## src/logic/gpio_pkg.sv

```systemverilog
package gpio_pkg;

    // Register regions of the GPIO core, listed in address order.
    // The core turns an internal offset into one of these before it
    // touches a register, so reads and writes share the same decode.
    typedef enum logic [2:0] {
        region_version   = 3'd0,  // Offset zero. A write here is a soft reset.
        region_input     = 3'd1,  // Raw pin readback, one byte per eight pins.
        region_output    = 3'd2,  // Output values.
        region_direction = 3'd3,  // Drive enables for the tristate pins.
        region_none      = 3'd4   // Anything past the last direction byte.
    } gpio_region_e;

    // States of the Wishbone bridge.
    // st_idle waits for a request, st_access carries the internal strobe
    // for one cycle, and st_ack returns the acknowledge for one cycle.
    typedef enum logic [1:0] {
        st_idle   = 2'd0,
        st_access = 2'd1,
        st_ack    = 2'd2
    } bridge_state_e;

    // Version byte read back at offset zero.
    localparam logic [7:0] gpio_version = 8'h00;

endpackage

```

## src/logic/wb_to_ip.sv

```systemverilog
module wb_to_ip #(
    parameter int                   abuswidth = 16,
    parameter logic [abuswidth-1:0] base_addr = '0,
    parameter logic [abuswidth-1:0] high_addr = '1
) (
    input  logic                 BUS_CLK,
    input  logic                 RST,

    input  logic [abuswidth-1:0] wb_adr,
    input  logic [7:0]           wb_dat_i,
    output logic [7:0]           wb_dat_o,
    input  logic                 wb_we,
    input  logic                 wb_stb,
    input  logic                 wb_cyc,
    output logic                 wb_ack,

    output logic [abuswidth-1:0] ip_add,
    output logic [7:0]           ip_data_in,
    input  logic [7:0]           ip_data_out,
    output logic                 ip_rd,
    output logic                 ip_wr
);

    gpio_pkg::bridge_state_e state;

    logic new_req;    // Master has a cycle open on this slave.
    logic in_window;  // Current address falls between the window bounds.
    logic req_hit;    // Latched window result for the request in flight.
    logic req_we;     // Latched direction of the request in flight.

    assign new_req   = wb_cyc && wb_stb;
    assign in_window = (wb_adr >= base_addr) && (wb_adr <= high_addr);

    // The request is only sampled in st_idle. After the acknowledge the
    // machine spends one cycle back in st_idle, which is the cycle in which
    // the master drops its strobe or sets up the next transfer.
    always_ff @(posedge BUS_CLK) begin
        if (RST) begin
            state <= gpio_pkg::st_idle;
        end else begin
            case (state)
                gpio_pkg::st_idle: begin
                    if (new_req) begin
                        state <= gpio_pkg::st_access;
                    end
                end
                gpio_pkg::st_access: state <= gpio_pkg::st_ack;
                default:             state <= gpio_pkg::st_idle;
            endcase
        end
    end

    always_ff @(posedge BUS_CLK) begin
        if (RST) begin
            req_hit <= 1'b0;
            req_we  <= 1'b0;
        end else if (state == gpio_pkg::st_idle && new_req) begin
            req_hit <= in_window;  // The window is checked once per transfer.
            req_we  <= wb_we;
        end
    end

    // Offset and write data are held for the whole transfer.
    always_ff @(posedge BUS_CLK) begin
        if (state == gpio_pkg::st_idle && new_req) begin
            ip_add     <= wb_adr - base_addr;
            ip_data_in <= wb_dat_i;
        end
    end

    // One strobe per transfer, and none at all for an access outside the window.
    assign ip_rd = (state == gpio_pkg::st_access) && req_hit && !req_we;
    assign ip_wr = (state == gpio_pkg::st_access) && req_hit && req_we;

    assign wb_ack = (state == gpio_pkg::st_ack);

    // The core already holds the read byte by the time the acknowledge is up.
    assign wb_dat_o = (wb_ack && req_hit && !req_we) ? ip_data_out : 8'h00;

    // An acknowledge always belongs to a cycle the master still holds open.
    assert property (@(posedge BUS_CLK) disable iff (RST)
        wb_ack |-> (wb_cyc && wb_stb))
        else $error("wb_ack raised without an open Wishbone cycle.");

    assert property (@(posedge BUS_CLK) disable iff (RST)
        !(ip_rd && ip_wr))
        else $error("ip_rd and ip_wr raised together.");

    assert property (@(posedge BUS_CLK) disable iff (RST)
        wb_ack |=> !wb_ack)
        else $error("wb_ack held for more than one cycle.");

endmodule

```

## config.mk

```make
export PLATFORM = sky130hd
export DESIGN_NAME = wb_to_ip
export DESIGN_NICKNAME = d
export VERILOG_FILES = /design/src/logic/gpio_pkg.sv /design/src/logic/wb_to_ip.sv
export SDC_FILE = /design/constraint.sdc
export NUM_CORES = 1
export LEC_CHECK = 0
export ABC_AREA = 1
export BUFFER_PORTS_ARGS = -buffer_cell sky130_fd_sc_hd__buf_2
export CAP_MARGIN = 30
export CORE_UTILIZATION = 30
export DETAILED_ROUTE_END_ITERATION = 6
export PLACE_DENSITY = 0.62
export SYNTH_ARGS = -nofsm -noshare
export SYNTH_HDL_FRONTEND = slang
export SYNTH_SLANG_ARGS = --single-unit
```

## constraint.sdc

```tcl
create_clock -name BUS_CLK -period 1.8 [get_ports BUS_CLK]
set_input_delay 0.18 -clock BUS_CLK [delete_from_list [all_inputs] [get_ports BUS_CLK]]
set_output_delay 0.18 -clock BUS_CLK [all_outputs]
set_load 0.01 [all_outputs]
```

======== After elaboration in Yosys (flattened, before gate mapping) ========
Index checks and enable logic that the tools add are counted.
storage, ports and cells
  input port bits ......................... 37
  register bits after elaboration ......... 28
  logic and storage cells ................. 23
  RAM bits ................................ 0
  latch bits .............................. 0
  memories kept ........................... 0
  ROM bits ................................ 0
cells by class
  $add $sub $neg .......................... 0
  eq/ne operators ......................... 3
  bitwise operators ....................... 0
  reduce and logical (&&, ||, !) cells .... 10
  magnitude comparators ................... 2
  div/mod/pow operators ................... 0
  multiply operators ...................... 0
  shifts and indexed selects .............. 0
  mux-type cells .......................... 3
operators by type and width
  cell                    number
  $ge A16 B1 Y1 const B   1
  $le A16 B16 Y1 const B  1
  $logic_and A1 B1 Y1     8
  $mux W8                 1
  $pmux W2 S2             1
  $eq A2 B1 Y1 const B    1
  $eq A2 B2 Y1 const B    1
  $logic_not A2 Y1        1
  $mux W2                 1
  $ne A2 B2 Y1 const B    1
  $logic_not A1 Y1        1

======== Depth between registers and ports, before layout ========
Gate-level depths: netlist of the first run.
  depth after elaboration ................. 4
  mapped depth ............................ 5
  gate-level depth less buffers ........... 5

======== Worst setup path after synthesis of the first run ========
No wires, ideal clock.
  path type ............................... flip-flop to flip-flop
  start ................................... reg state[0]
  end ..................................... reg ip_add[0] (enable)
  required time ........................... 1421 ps
  arrival time ............................ 1025 ps
  cell stages (with the launch flop) ...... 4
  buffers on the path ..................... 0
  slack ................................... 397 ps
  period minus slack after synthesis ...... 1403 ps
  cells stage by stage .................... dfxtp_1 -> nor2_2 -> nand2_1 -> inv_1
on the way
  longest elaborated chain between the ends .. 2
RTL lines
  element                   RTL line        RTL
  start: declaration        wb_to_ip.sv:24  gpio_pkg::bridge_state_e state;
  start signal: assignment  wb_to_ip.sv:39  state <= gpio_pkg::st_idle;
  start signal: assignment  wb_to_ip.sv:44  state <= gpio_pkg::st_access;
  start signal: assignment  wb_to_ip.sv:47  gpio_pkg::st_access: state <= gpio_pkg::st_ack;
  $logic_not A2 Y1          wb_to_ip.sv:65  if (state == gpio_pkg::st_idle && new_req) begin
  $logic_and A1 B1 Y1       wb_to_ip.sv:65
  end signal: assignment    wb_to_ip.sv:66  ip_add <= wb_adr - base_addr;
  end: declaration          wb_to_ip.sv:17  output logic [abuswidth-1:0] ip_add,
Every way passes these cells.
A chain may end at the register's enable or synchronous reset.

======== Worst setup path after layout of the first run ========
  start ................................... reg state[1]
  end ..................................... out wb_dat_o[2]
on the way
  longest elaborated chain between the ends .. 4
RTL lines
  element                           RTL line        RTL
  $eq A2 B2 Y1                      wb_to_ip.sv:75  assign wb_ack = (state == gpio_pkg::st_ack);
  $logic_and A1 B1 Y1 (2 in a row)  wb_to_ip.sv:78  assign wb_dat_o = (wb_ack && req_hit && !req_we) ? ip_data_out : 8'h00;
  $mux W8                           wb_to_ip.sv:78
  end: declaration                  wb_to_ip.sv:11  output logic [7:0] wb_dat_o,
Every way passes these cells.

==> flow_summary.json, run 1 <==
{
  "path_max_fanout": 8,
  "viasPerCell": 3.858,
  "portBuffers": 71,
  "cts.path.max_buffers": 2,
  "min_period_ns": 1.394,
  "io_pins": 72,
  "post-route-drc-count": 0,
  "path_cells": "inv_2 -> nor2_4 -> nand3_4 -> nor2_1 -> buf_2",
  "finalHoldViolations": 0,
  "dr_wl_met2_um": 1162,
  "wire_per_inst_um": 10.47,
  "path_clk_slew_ns": 0.14,
  "maxClockFrequency_mhz": 717.6,
  "rows": 20,
  "die_w_um": 58.96,
  "syn_area_per_cell_um2": 14.75,
  "max-slew-margin-rel": 0.7951,
  "overflow": 0,
  "peakVddDrop_v": 0.0005281,
  "m1WireLength_um": 773,
  "clock_sinks": 28,
  "status": "completed",
  "num_vias": 760,
  "path_delay_family": "flip-flops",
  "final_cell_mix": "buf_2, edfxtp_1, inv_1",
  "placed_cell_area_um2": 1391,
  "synth_seq_area_share": 0.8226,
  "worstMarginPinSlew_ns": 0.3074,
  "wl_met3_um": 100,
  "yosysWarningCount": 0,
  "final_antenna_net_count": 0,
  "synthesis.nets": 103,
  "grt_max_degree": 25,
  "cp-start-kind": "register",
  "cts-htree-levels": 1,
  "cts_tree": "done",
  "grt_pass1_vias": 642,
  "highest_layer": "met4",
  "setup_viol": 0,
  "instances_no_fill": 197,
  "finClkSkew_ns": 0.0008006,
  "antenna_found_initial": 0,
  "nets": 191,
  "final_layout_size_suffix_gt1_frac": 0.5163,
  "min_period_over_period": 0.7742,
  "crit_type": "reg -> out",
  "dp.cells": 182,
  "core_um2": 3078,
  "drtPass1Iterations": 4,
  "grt_pass1_wl_um": 2815,
  "syn_to_final_growth_pct": 56.94,
  "start_util": 0.3163,
  "powerDensity_nw_per_um2": 735.1,
  "finalMaxSlewViolations": 0,
  "fin_area_um2": 1528,
  "finalWorstSetupSlack_ns": 0.4064,
  "cts_buffers": 3,
  "clk_latency_ns": 0.31,
  "dieArea_um2": 3476,
  "leakagePower_uw": 0.0007379,
  "hold_path_class": "in -> reg",
  "cap_violations": 0,
  "cp.arrival_ns": 1.21,
  "fillers": 310,
  "postRouteWirelength_um": 2063,
  "final_common_cell": "buf_2",
  "ctsResizeCount": 0,
  "worst-path-buf-inv": 2,
  "dp_slack_ns": 0.5208,
  "dieHeight_um": 58.96,
  "drtIter0Drc": 13,
  "synth.distinct_cells": 12,
  "ys_ff_latch": 28,
  "slowest_delay_ns": 0.38,
  "syn_inst": 66,
  "diodes": 0,
  "fin_setup_tns_ns": 0,
  "grt_use_total": 0.1163,
  "rsz0062_at_grt": "no",
  "critPathSlowestCell": "dfxtp_1",
  "holdWs_ns": 0.02824,
  "dp_hpwl_um": 1619,
  "worstSetupEndpointType": "output pin",
  "root_buffer": "clkbuf_4",
  "gp_congestion": 0.7120,
  "synth_area_um2": 973.4,
  "critPathRequiredTime_ns": 1.62
}
[path summary, 6_finish.rpt]
kind                    startpoint                       to  slack, ns  cells past startpoint
min reg2reg    req_we$_SDFFE_PP0P_      req_we$_SDFFE_PP0P_       0.54                      2
min                      wb_adr[1]      ip_add[1]$_DFFE_PP_       0.03                      1
max reg2reg  state[0]$_SDFFE_PP0P_  ip_data_in[4]$_DFFE_PP_       0.51                      4
max          state[1]$_SDFFE_PP0P_              wb_dat_o[2]       0.41                      5
[report_power, final]
group,internal (µW),leakage [µW],switching [µW]
Clock,81.1,0.0000154,169
Combinational,66.3,0.000466,59.8
Sequential,737,0.000257,9.74
Total,884,0.000738,239
[per-layer routing]
layer,GRT usage,up-vias
li1,-,390
met1,0.1236,341
met2,0.2045,27
met3,0.04396,2
met4,0.05102,0
met5,0,-
[per-stage QoR]
step / util / total power [µW]
after detailed placement: 0.4520 / 871.6
after floorplan: - / 801.6
after global routing: 0.4963 / 1172
final: 0.4963 / 1123
after global placement: 0.4520 / 865.7
after CTS: 0.4606 / 1116
[kinds of logic (layout without fill, tap and decap cells)]
group,after synthesis,in the layout,synth area share
flip-flops,28,28,0.8226
AND/OR/NAND/NOR,21,21,0.1093
buffers and inverters,15,102,0.05784
AO/OA/AOI/OAI,2,2,0.01028
[flip-flops by register name (all words and copies together), names as in the netlist]
signal / count
ip_add: 16
ip_data_in: 8
state: 2
req_hit: 1
req_we: 1
[synthesized netlist by cell type]
cell	number	area (µm²)
dfxtp_1	4	80.08
nor2_1	11	41.29
nor2_4	1	11.26
nor2_2	1	6.260
nand2_1	4	15.01
edfxtp_1	24	720.7
nand3_1	1	5.000
nor3_1	2	10.01
nand3_4	1	17.52
inv_1	14	52.55
inv_2	1	3.750
a21oi_1	2	10.01
[repair_timing]
| action | in CTS | in global routing |
|---|---|---|
| hold endpoints to repair | 0 | 11 |
| hold buffers | 0 | 11 |
| setup buffers | 0 | 0 |
[layout make-up]
type	instances	area, µm²	share of cell area
sequential	28	800.8	0.5242
timing repair buffer	83	473.0	0.3096
multi-input combinational	23	116.4	0.07617
inverter	15	56.30	0.03685
tap	44	55.05	0.03604
clock buffer	3	22.52	0.01474
clock inverter	1	3.754	0.002457
No activity file was read; power rests on OpenSTA's default activity.
==> run 2, diff against run 1 <==
--- a/config.mk
+++ b/config.mk
@@ -5,12 +5,12 @@
 export SDC_FILE = /design/constraint.sdc
 export NUM_CORES = 1
 export LEC_CHECK = 0
-export ABC_AREA = 1
+export ABC_AREA = 0
 export BUFFER_PORTS_ARGS = -buffer_cell sky130_fd_sc_hd__buf_2
 export CAP_MARGIN = 30
 export CORE_UTILIZATION = 30
 export DETAILED_ROUTE_END_ITERATION = 6
-export PLACE_DENSITY = 0.62
+export PLACE_DENSITY = 0.64
 export SYNTH_ARGS = -nofsm -noshare
 export SYNTH_HDL_FRONTEND = slang
 export SYNTH_SLANG_ARGS = --single-unit
==> constraint.sdc (replaced) <==
create_clock -name BUS_CLK -period 1.1 [get_ports BUS_CLK]
set_input_delay 0.11 -clock BUS_CLK [delete_from_list [all_inputs] [get_ports BUS_CLK]]
set_output_delay 0.11 -clock BUS_CLK [all_outputs]
set_load 0.01 [all_outputs]
==> run 2 against run 1 <==
Routed wire length increased by 18%. Combinational power up 120%. The flow now finishes with violations (negative setup slack). Area after synthesis down 0.64%. Largest power group unchanged. Worst hold slack worse by 0.0067 ns.
==> flow_summary.json, run 2 <==
{
  "status": "complete, but fails checks",
  "violations": "negative setup slack",
  "worst-path-buf-inv": 1,
  "rows": 20,
  "io_pins": 72,
  "comb_power_share": 0.127,
  "cts.path.max_buffers": 2,
  "worstSetupEndpointType": "output pin",
  "cp.arrival_ns": 1.31,
  "maxClockFrequency_mhz": 706.4,
  "core_um2": 3053,
  "clk_latency_ns": 0.32,
  "hold_path_class": "in -> reg",
  "leakagePower_uw": 0.0008131,
  "worstMarginPinSlew_ns": 0.2674,
  "synth_top_area_share": 0.7451,
  "critPathLaunch": "state[0]$_SDFFE_PP0P_",
  "netSwitchingFraction": 0.1882,
  "max-slew-margin-rel": 0.8213,
  "clock_sinks": 28,
  "min_period_over_period": 1.287,
  "min_period_ns": 1.416,
  "grt_max_degree": 17,
  "synth_seq_area_share": 0.8279,
  "drtIter0Drc": 33,
  "path_max_fanout": 8,
  "antenna_found_initial": 0,
  "final_cell_mix": "buf_2, dlygate4sd3_1, edfxtp_1",
  "overflow": 0,
  "final_core_util": 0.6004,
  "grt_use_total": 0.1381,
  "intPower_uw": 1734,
  "synth_area_um2": 967.2,
  "path_clk_slew_ns": 0.14,
  "synthesis.nets": 86,
  "die_w_um": 58.78,
  "diodes": 0,
  "gp_congestion": 0.7679,
  "synth_top_flop_cell": "edfxtp_1",
  "finalWorstSetupSlack_ns": -0.3156,
  "power_uw": 2136,
  "crit_cells": 3,
  "postRouteWirelength_um": 2441,
  "wire_per_inst_um": 12.14,
  "worstHoldStart": "wb_we",
  "dp.cells": 167,
  "dr_wl_met2_um": 1328,
  "final_layout_size_suffix_gt1_frac": 0.6306,
  "rr_startpoint": "state[0]$_SDFFE_PP0P_",
  "crit_type": "reg -> out",
  "synth_edf_count": 24,
  "portBuffers": 71,
  "whs_path_depth": 3,
  "fin_setup_tns_ns": -7.098,
  "ys_ff_latch": 28,
  "synth_top_area_cell": "edfxtp_1",
  "drtPass1Iterations": 2,
  "path_delay_family": "simple AND/OR/NAND/NOR gates",
  "p_sw_uw": 401.9,
  "yosysMostFrequentCell": "edfxtp_1",
  "path_cells": "and4bb_4 -> and2_1 -> buf_2",
  "nets": 195,
  "finalMaxSlewViolations": 0,
  "cap_violations": 0,
  "wl_met3_um": 223,
  "powerDensity_nw_per_um2": 1165,
  "power_frac_clock": 0.302,
  "cts-htree-levels": 1,
  "rsz0062_at_grt": "yes",
  "holdWs_ns": 0.02150,
  "largest_reg_flops": 16,
  "finalHoldViolations": 0,
  "regMostFlops": "ip_add",
  "post-route-drc-count": 0,
  "setup_viol": 38,
  "critPathSlowestCell": "and4bb_4",
  "seqPwrFrac": 0.571,
  "ys_top_cells_by_count": "edfxtp_1, and2_1, dfxtp_1",
  "yosysWarningCount": 0,
  "root_buffer": "clkbuf_4",
  "viasPerCell": 4.114,
  "grt_pass1_vias": 799,
  "num_vias": 827,
  "final_common_cell": "buf_2",
  "reg_top3": "ip_add (16), ip_data_in (8), state (2)",
  "synth.distinct_cells": 15,
  "slowest_delay_ns": 0.38,
  "syn_inst": 49,
  "critPathRequiredTime_ns": 0.99,
  "m1WireLength_um": 848,
  "cts_buffers": 3,
  "start_util": 0.3168,
  "r2r_cells": 3,
  "syn_area_per_cell_um2": 19.74,
  "final_antenna_net_count": 0,
  "yosys-top-cells-area": "edfxtp_1, dfxtp_1, and2_1",
  "peakVddDrop_v": 0.0005180,
  "grt_pass1_wl_um": 3408,
  "finClkSkew_ns": 0.008848,
  "cts_tree": "done",
  "cp-start-kind": "register",
  "async_reset_ff_frac": 0,
  "instances_no_fill": 201,
  "dieHeight_um": 58.78,
  "syn_to_final_growth_pct": 89.52,
  "highest_layer": "met4",
  "dieArea_um2": 3455
}
==> run 2: path summary, 6_finish.rpt <==
path / endpoint / slack (ns)
hold / removal: req_we$_SDFFE_PP0P_ / 0.02
setup / recovery: wb_dat_o[2] / -0.32
setup reg to reg: ip_data_in[0]$_DFFE_PP_ / -0.18
hold reg to reg: req_hit$_SDFFE_PP0P_ / 0.52
==> run 2: area by class of cell <==
cell class / instances / area [µm²]
multi-input combinational: 19 / 186.4
inverter: 2 / 15.01
timing repair inverter: 3 / 23.77
timing repair buffer: 101 / 691.9
sequential: 28 / 808.3
fill: 256 / 1220
tap: 44 / 55.05
clock inverter: 1 / 30.03
clock buffer: 3 / 22.52
==> run 2: repair_timing <==
item	in CTS	in global routing
setup endpoints to repair	36	38
hold buffers	25	0
buffers inserted	1	1
gates cloned	3	0
hold endpoints to repair	27	0
gates resized for setup	13	16
pin swaps	7	4
==> run 2: metal layers <==
layer,vias up,GRT usage
li1,399,-
met1,365,0.1327
met2,59,0.2727
met3,4,0.02418
met4,0,0.07483
met5,-,0
==> run 2: power by group through the flow <==
stage                     logic (µW)  clock network (µW)  registers [µW]
after detailed placement         173                   0            1240
after CTS                        260                 668            1220
after global placement           171                   0            1240
after floorplan                 37.3                   0            1270
final                            272                 645            1220
after global routing             294                 704            1220
==> run 2: worst register-to-register path: cells and delay by family (launching register included) <==
kind          cells  cell delay [ns]
buf+inv           2             0.32
simple gates      1             0.33
flops             1             0.37
==> run 2: cell families (layout without fill, tap and decap cells) <==
| kind of cell | Yosys count | count (layout) | share of synthesized area |
|---|---|---|---|
| AOI/OAI and AO/OA | 1 | 1 | 0.005170 |
| buffers and inverters | 2 | 110 | 0.007755 |
| DFF | 28 | 28 | 0.8279 |
| muxes | 1 | 1 | 0.01035 |
| and+or+nand+nor | 17 | 17 | 0.1488 |
==> run 2: through the flow <==
step,setup WS [ns],cell area (µm²)
6_report,-0.3156,1833
5_1_grt,-0.3787,1833
4_1_cts,-0.3267,1768
3_5_place_dp,-0.07389,1403
3_3_place_gp,-0.03965,1403
2_1_floorplan,0.002382,969.7
